$ cat src/hdl/fixed_vec_pkg.sv
`default_nettype none

// signed q8.8 number format and the point record moved between pipeline stages
package fixed_vec_pkg;

    localparam int frac_bits = 8;                   // q8.8, low byte is fraction
    localparam int coord_w   = 16;                  // one coordinate word

    typedef logic signed [coord_w-1:0] coord_t;     // signed q8.8 coordinate

    localparam coord_t coord_max = 16'sh7fff;       // +127.996
    localparam coord_t coord_min = 16'sh8000;       // -128.0

    typedef struct packed {
        coord_t x;                                  // msb word
        coord_t y;
        coord_t z;                                  // lsb word
    } vec3_t;

    typedef struct packed {
        logic  valid;                               // point present this cycle
        vec3_t vec;                                 // payload
    } point_t;

    localparam int scale_latency     = 2;           // product reg + round/sat reg
    localparam int translate_latency = 1;           // single sum reg

endpackage

`default_nettype wire

$ cat src/hdl/xform_regmap_pkg.sv
`default_nettype none

// apb register map of the transform configuration block
package xform_regmap_pkg;

    localparam int addr_w = 8;                      // byte address, word aligned regs

    localparam logic [addr_w-1:0] scale_x_addr = 8'h00;
    localparam logic [addr_w-1:0] scale_y_addr = 8'h04;
    localparam logic [addr_w-1:0] scale_z_addr = 8'h08;
    localparam logic [addr_w-1:0] trans_x_addr = 8'h0c;
    localparam logic [addr_w-1:0] trans_y_addr = 8'h10;
    localparam logic [addr_w-1:0] trans_z_addr = 8'h14;

    localparam logic [15:0] scale_reset = 16'h0100; // 1.0 in q8.8
    localparam logic [15:0] trans_reset = 16'h0000; // no offset

    typedef struct packed {
        logic              psel;                    // slave selected
        logic              penable;                 // access phase
        logic              pwrite;                  // 1 write, 0 read
        logic [addr_w-1:0] paddr;
        logic [15:0]       pwdata;
    } apb_req_t;

endpackage

`default_nettype wire

$ cat src/hdl/point_transform.sv
`default_nettype none
`timescale 1ns/1ps

// streaming point transform, out = in * scale + trans
// 3 cycles from input sample to output, one point per cycle
module point_transform (
    input  wire                        clk,
    input  wire                        reset,
    input  xform_regmap_pkg::apb_req_t apb,
    output logic [15:0]                prdata,
    output logic                       pready,
    output logic                       pslverr,
    input  fixed_vec_pkg::point_t      in_point,
    output fixed_vec_pkg::point_t      out_point
);

    fixed_vec_pkg::vec3_t  scale_vec;               // from config regs
    fixed_vec_pkg::vec3_t  trans_vec;               // from config regs
    fixed_vec_pkg::point_t scaled_point;            // scale -> translate

    transform_regs transform_regs_inst (
        .clk       (clk),
        .reset     (reset),
        .apb       (apb),
        .prdata    (prdata),
        .pready    (pready),
        .pslverr   (pslverr),
        .scale_vec (scale_vec),
        .trans_vec (trans_vec)
    );

    // 2 cycles
    scale_stage scale_stage_inst (
        .clk       (clk),
        .reset     (reset),
        .in_point  (in_point),
        .scale_vec (scale_vec),
        .out_point (scaled_point)
    );

    // 1 cycle
    translate_stage translate_stage_inst (
        .clk       (clk),
        .reset     (reset),
        .in_point  (scaled_point),
        .trans_vec (trans_vec),
        .out_point (out_point)
    );

endmodule

`default_nettype wire

$ cat src/hdl/scale_stage.sv
`default_nettype none
`timescale 1ns/1ps

// elementwise q8.8 multiply, 2 cycles
// stage 1 holds the raw products, stage 2 the rounded and clamped result
module scale_stage (
    input  wire                   clk,
    input  wire                   reset,
    input  fixed_vec_pkg::point_t in_point,
    input  fixed_vec_pkg::vec3_t  scale_vec,
    output fixed_vec_pkg::point_t out_point
);

    localparam int prod_w   = 2 * fixed_vec_pkg::coord_w;          // full product, q16.16
    localparam int half_lsb = 1 << (fixed_vec_pkg::frac_bits - 1); // 0.5 lsb after shift
    localparam int last     = fixed_vec_pkg::scale_latency - 1;

    typedef struct packed {
        logic signed [prod_w-1:0] x;
        logic signed [prod_w-1:0] y;
        logic signed [prod_w-1:0] z;
    } prod3_t;

    prod3_t                  prod;                  // stage 1 payload
    fixed_vec_pkg::vec3_t    res;                   // stage 2 payload
    logic [last:0]           valid_pipe;            // valid delay line, one bit per stage

    // round to nearest, back to q8.8, clamp to coord range
    function automatic fixed_vec_pkg::coord_t round_sat(input logic signed [prod_w-1:0] p);
        logic signed [prod_w-1:0] r;
        r = (p + half_lsb) >>> fixed_vec_pkg::frac_bits;
        if (r > fixed_vec_pkg::coord_max)
            return fixed_vec_pkg::coord_max;
        else if (r < fixed_vec_pkg::coord_min)
            return fixed_vec_pkg::coord_min;
        else
            return r[fixed_vec_pkg::coord_w-1:0];   // fits, drop sign extension
    endfunction

    always_ff @(posedge clk) begin
        if (reset) begin
            valid_pipe <= '0;
        end else begin
            valid_pipe <= {valid_pipe[last-1:0], in_point.valid};
        end
    end

    // datapath regs, qualified by valid_pipe
    always_ff @(posedge clk) begin
        prod.x <= in_point.vec.x * scale_vec.x;     // signed 16x16
        prod.y <= in_point.vec.y * scale_vec.y;
        prod.z <= in_point.vec.z * scale_vec.z;
        res.x  <= round_sat(prod.x);
        res.y  <= round_sat(prod.y);
        res.z  <= round_sat(prod.z);
    end

    assign out_point.valid = valid_pipe[last];
    assign out_point.vec   = res;

endmodule

`default_nettype wire

$ cat src/hdl/transform_regs.sv
`default_nettype none
`timescale 1ns/1ps

// apb slave with the per-axis scale and translate vectors
module transform_regs (
    input  wire                        clk,
    input  wire                        reset,
    input  xform_regmap_pkg::apb_req_t apb,
    output logic [15:0]                prdata,
    output logic                       pready,
    output logic                       pslverr,
    output fixed_vec_pkg::vec3_t       scale_vec,
    output fixed_vec_pkg::vec3_t       trans_vec
);

    logic        access;                            // access phase of a transfer
    logic        hit;                               // address maps to a register
    logic [15:0] rd_data;                           // selected register, 0 if unmapped

    assign access = apb.psel && apb.penable;

    // address decode, shared by read mux and error flag
    always_comb begin
        hit     = 1'b1;
        rd_data = '0;
        case (apb.paddr)
            xform_regmap_pkg::scale_x_addr: rd_data = scale_vec.x;
            xform_regmap_pkg::scale_y_addr: rd_data = scale_vec.y;
            xform_regmap_pkg::scale_z_addr: rd_data = scale_vec.z;
            xform_regmap_pkg::trans_x_addr: rd_data = trans_vec.x;
            xform_regmap_pkg::trans_y_addr: rd_data = trans_vec.y;
            xform_regmap_pkg::trans_z_addr: rd_data = trans_vec.z;
            default: begin
                hit     = 1'b0;                     // unmapped
                rd_data = '0;
            end
        endcase
    end

    assign pready  = 1'b1;                          // zero wait states
    assign pslverr = access && !hit;
    assign prdata  = (access && !apb.pwrite) ? rd_data : '0;

    always_ff @(posedge clk) begin
        if (reset) begin
            scale_vec.x <= xform_regmap_pkg::scale_reset;
            scale_vec.y <= xform_regmap_pkg::scale_reset;
            scale_vec.z <= xform_regmap_pkg::scale_reset;
            trans_vec.x <= xform_regmap_pkg::trans_reset;
            trans_vec.y <= xform_regmap_pkg::trans_reset;
            trans_vec.z <= xform_regmap_pkg::trans_reset;
        end else if (access && apb.pwrite) begin
            case (apb.paddr)
                xform_regmap_pkg::scale_x_addr: scale_vec.x <= apb.pwdata;
                xform_regmap_pkg::scale_y_addr: scale_vec.y <= apb.pwdata;
                xform_regmap_pkg::scale_z_addr: scale_vec.z <= apb.pwdata;
                xform_regmap_pkg::trans_x_addr: trans_vec.x <= apb.pwdata;
                xform_regmap_pkg::trans_y_addr: trans_vec.y <= apb.pwdata;
                xform_regmap_pkg::trans_z_addr: trans_vec.z <= apb.pwdata;
                default: ;                          // bad address, pslverr only
            endcase
        end
    end

endmodule

`default_nettype wire

$ cat src/hdl/translate_stage.sv
`default_nettype none
`timescale 1ns/1ps

// elementwise saturating add, 1 cycle
module translate_stage (
    input  wire                   clk,
    input  wire                   reset,
    input  fixed_vec_pkg::point_t in_point,
    input  fixed_vec_pkg::vec3_t  trans_vec,
    output fixed_vec_pkg::point_t out_point
);

    localparam int sum_w = fixed_vec_pkg::coord_w + 1;  // one guard bit

    logic                 valid_q;
    fixed_vec_pkg::vec3_t sum_q;

    // overflow when the guard bit and the coord sign bit disagree
    function automatic fixed_vec_pkg::coord_t sat_add(input fixed_vec_pkg::coord_t a,
                                                      input fixed_vec_pkg::coord_t b);
        logic signed [sum_w-1:0] s;
        s = a + b;                                  // sign extended to 17 bits
        if (s[sum_w-1] != s[sum_w-2])
            return s[sum_w-1] ? fixed_vec_pkg::coord_min : fixed_vec_pkg::coord_max;
        else
            return s[sum_w-2:0];
    endfunction

    always_ff @(posedge clk) begin
        if (reset) begin
            valid_q <= 1'b0;
        end else begin
            valid_q <= in_point.valid;
        end
    end

    always_ff @(posedge clk) begin
        sum_q.x <= sat_add(in_point.vec.x, trans_vec.x);
        sum_q.y <= sat_add(in_point.vec.y, trans_vec.y);
        sum_q.z <= sat_add(in_point.vec.z, trans_vec.z);
    end

    assign out_point.valid = valid_q;
    assign out_point.vec   = sum_q;

endmodule

`default_nettype wire

$ cat config.mk
export PLATFORM = sky130hd
export DESIGN_NAME = point_transform
export DESIGN_NICKNAME = d
export VERILOG_FILES = /design/src/hdl/fixed_vec_pkg.sv /design/src/hdl/xform_regmap_pkg.sv /design/src/hdl/point_transform.sv /design/src/hdl/scale_stage.sv /design/src/hdl/transform_regs.sv /design/src/hdl/translate_stage.sv
export SDC_FILE = /design/constraint.sdc
export NUM_CORES = 2
export LEC_CHECK = 0
export BUFFER_PORTS_ARGS = -buffer_cell sky130_fd_sc_hd__buf_2
export CAP_MARGIN = 40
export CORE_ASPECT_RATIO = 1.2
export CORE_UTILIZATION = 60
export DETAILED_ROUTE_END_ITERATION = 8
export MAX_ROUTING_LAYER = met4
export PLACE_DENSITY = 0.77
export SLEW_MARGIN = 20
export SYNTH_ARGS = -nofsm -noshare
export SYNTH_HDL_FRONTEND = slang
export SYNTH_HIERARCHICAL = 1
export SYNTH_SLANG_ARGS = --single-unit
$ cat constraint.sdc
create_clock -name clk -period 6.63 [get_ports clk]
set_input_delay 0 -clock clk [delete_from_list [all_inputs] [get_ports clk]]
set_output_delay 0 -clock clk [all_outputs]
set_load 0.02 [all_outputs]
==> impl_metrics.toml <==
[floorplanning]
die_area_sq_um = 71180
die_h_um = 292.1
num_rows = 106
start_util = 0.6054
coreArea_sq_um = 69500
num_io_pins = 145
die_w_um = 243.7

[global_routing]
grt_pass1_vias = 32580
grt_overflow = 0
grt_usage = 0.3117
grt_max_degree = 113
antenna_found_initial = 3
grt_pass1_wl_mm = 169.9

[power_and_ir_drop]
clkPwrFrac = 0.419
p_seq_frac = 0.409
power.switching_w = 0.001274
ir_worst_vdd_mv = 0.2310
power_density_nw_per_um2 = 95.53
internal_power_w = 0.003017
p_sw_frac = 0.2968
p_comb_frac = 0.173
p_leak_nw = 22.74

[timing]
hold_viol_final = 0
fmax_ghz = 0.1580
maxSlewViolCount = 0
timing.slew.headroom = 0.4433
setup_viol = 0
max_slew.worst_pin.slew_ns = 0.8350
fin_skew_ns = 0.03467
rsz0062_at_grt = "false"
period_share = 0.9546
period_minus_slack_ns = 6.329
finalSetupTns_ns = 0

[critical_path]
critical-path-max-stage-delay_ns = 0.80
cp.buffers_inverters = 4
worstPathRequired_ns = 7.12
cp_common_cell = "fa_1"
worst-setup-path-type = "flop to flop"
critPathMaxFanout = 13
critPathArrivalTime_ns = 6.82
startpoint_type = "flop"
cp_top_family = "adder cells"
slowest_stage = "dfxtp_1"
cp-end-kind = "flop"
worstPathCellList = "and2_1, fa_1, inv_1, fa_1, fa_1, inv_1, fa_1, fa_1, inv_1, fa_1, inv_1, ha_1, nand4_1, nor2_1, nand2_1, a211o_1, a31oi_1, o31a_1, nor4_1, a311o_1"

[finish]
final_nets = 5743
fin_cells = 5536
final_cell_mix = "inv_1 (914), fa_1 (786), nand2_1 (437), and2_1 (367), ha_1 (288)"
final_cell_area_sq_um = 44920
fin_util = 0.6464
drive_gt1_frac = 0.07519
final_common_cell = "inv_1"
syn_to_final_growth_pct = 6.775

[worst_hold_path]
hold_path_class = "primary input to flop"

[job]
drv_cap = 0

[yosys]
synthCells = 4506
yosys.area_share.simple = 0.1597
syn_area_per_cell_sq_um = 9.337
syn-cell-area_sq_um = 42070
yosys_register_bits = 270
synth_fa_ha_area_frac = 0.4663
synth_xor_area_frac = 0.03706
synthesis.nets = 5658
synthFlopType = "dfxtp_1"
synth_compound_area_frac = 0.06840
synth_edf_count = 0
async_flop_share = 0
synth_mux_area_frac = 0.04045
ys_seq_area_frac = 0.1285
ys.warnings.count = 6
yosysUniqueCellTypes = 100
synth_top_family_by_area = "adder cells"

[clock_network]
clk_latency_ns = 0.61
path_clk_slew_ns = 0.07
post_cts_buffers = 0
cts_htree_levels = 1
tritoncts = "built"
cts_sinks = 270
cts_buffer_depth = 3
root_buffer = "clkbuf_16"
cts_buffers = 31

[detailed_routing]
vias = 30970
routed_wl_mm = 104.9
viasPerCell = 5.594
drt_iter0_markers = 1784
drc = 4
post_drt_wl_per_cell_um = 18.95
drtPass1Iterations = 8
ant_nets = 0

[placement]
placed_area_sq_um = 43700
io_buffers = 143
hpwlAfterDp_mm = 85.44
dp.cells = 5465
gp_congestion = 0.9772

[run_status]
violations = "DRC"
outcome = "complete, but fails checks"
==> metal layers <==
layer / GRT usage / up-vias / routed length (um)
li1: - / 14080 / -
met1: 0.3726 / 15610 / 40750
met2: 0.5337 / 1002 / 53030
met3: 0.03511 / 274 / 6080
met4: 0.1309 / 0 / 5064
met5: - / - / 0
==> tightest hold or removal path: stages <==
cell and delay [ns]:
buf_2 0.10, nor3_4 0.09, nand4_4 0.30, mux2i_1 0.11
==> per-stage QoR <==
stage	hold slack, ns	setup WS [ns]	power, W
floorplan	0.07161	0.6960	0.002266
global placement	0.2071	0.3422	0.002497
detailed placement	0.2161	0.2826	0.002513
CTS	0.003502	0.2232	0.004313
global route	0.04170	0.01176	0.004457
finish	0.05491	0.3012	0.004291
==> cell families after synthesis <==
group,count (synthesis)
adders and majority gates,1102
muxes,161
and+or+nand+nor,1280
DFF,270
xor gates and xnor gates,178
AOI/OAI and AO/OA,435
buffers and inverters,1079
other,1
==> area by class of cell <==
class	instances	area, sq um
clock inverter	18	219.0
inverter	914	3431
fill	5678	24580
clock buffer	39	855.8
tap	918	1149
timing repair buffer	217	1366
multi-input combinational	3157	32480
antenna	3	7.507
sequential	270	5411
==> flip-flops by register name (all words and copies together), names as in the netlist <==
register / count
translate_stage_inst/out_point: 48
translate_stage_inst/valid_q: 1
transform_regs_inst/trans_vec: 48
scale_stage_inst/prod: 75
scale_stage_inst/valid_pipe: 2
scale_stage_inst/out_point: 48
transform_regs_inst/scale_vec: 48
==> synthesized netlist by cell type (all sizes together) (108+ instances only) <==
| cell type | instances | share of area |
|---|---|---|
| a21oi | 111 | 0.013 |
| and2 | 369 | 0.055 |
| clkbuf | 132 | 0.012 |
| dfxtp | 270 | 0.13 |
| fa | 786 | 0.37 |
| ha | 288 | 0.086 |
| inv | 914 | 0.082 |
| mux2i | 128 | 0.030 |
| nand2 | 439 | 0.039 |
| nand2b | 137 | 0.020 |
| nor2 | 126 | 0.011 |
| o21ai | 110 | 0.014 |
| xnor2 | 108 | 0.022 |
==> final timing paths <==
check             depth (start not counted)  slack (ns)                                 to                               from
setup / recovery                         20        0.30          scale_stage_inst/prod[57]  transform_regs_inst/scale_vec[21]
hold / removal                            4        0.05  transform_regs_inst/scale_vec[32]                            apb[22]
setup reg to reg                         20        0.30          scale_stage_inst/prod[57]  transform_regs_inst/scale_vec[21]
hold reg to reg                           1        0.47       translate_stage_inst/valid_q     scale_stage_inst/valid_pipe[1]
==> power by group through the flow <==
stage | clock (W) | combinational, W | sequential [W]
6_report | 0.00180 | 0.000741 | 0.00175
5_1_grt | 0.00189 | 0.000811 | 0.00176
4_1_cts | 0.00183 | 0.000733 | 0.00175
3_5_place_dp | 0 | 0.000724 | 0.00179
3_3_place_gp | 0 | 0.000709 | 0.00179
2_1_floorplan | 0 | 0.000457 | 0.00181
==> repair_timing <==
action	CTS	global route
hold endpoints to repair	33	0
setup endpoints to repair	0	3
resized for setup	0	5
hold buffers	8	0
Note: power is estimated with default switching activity, not from simulation.
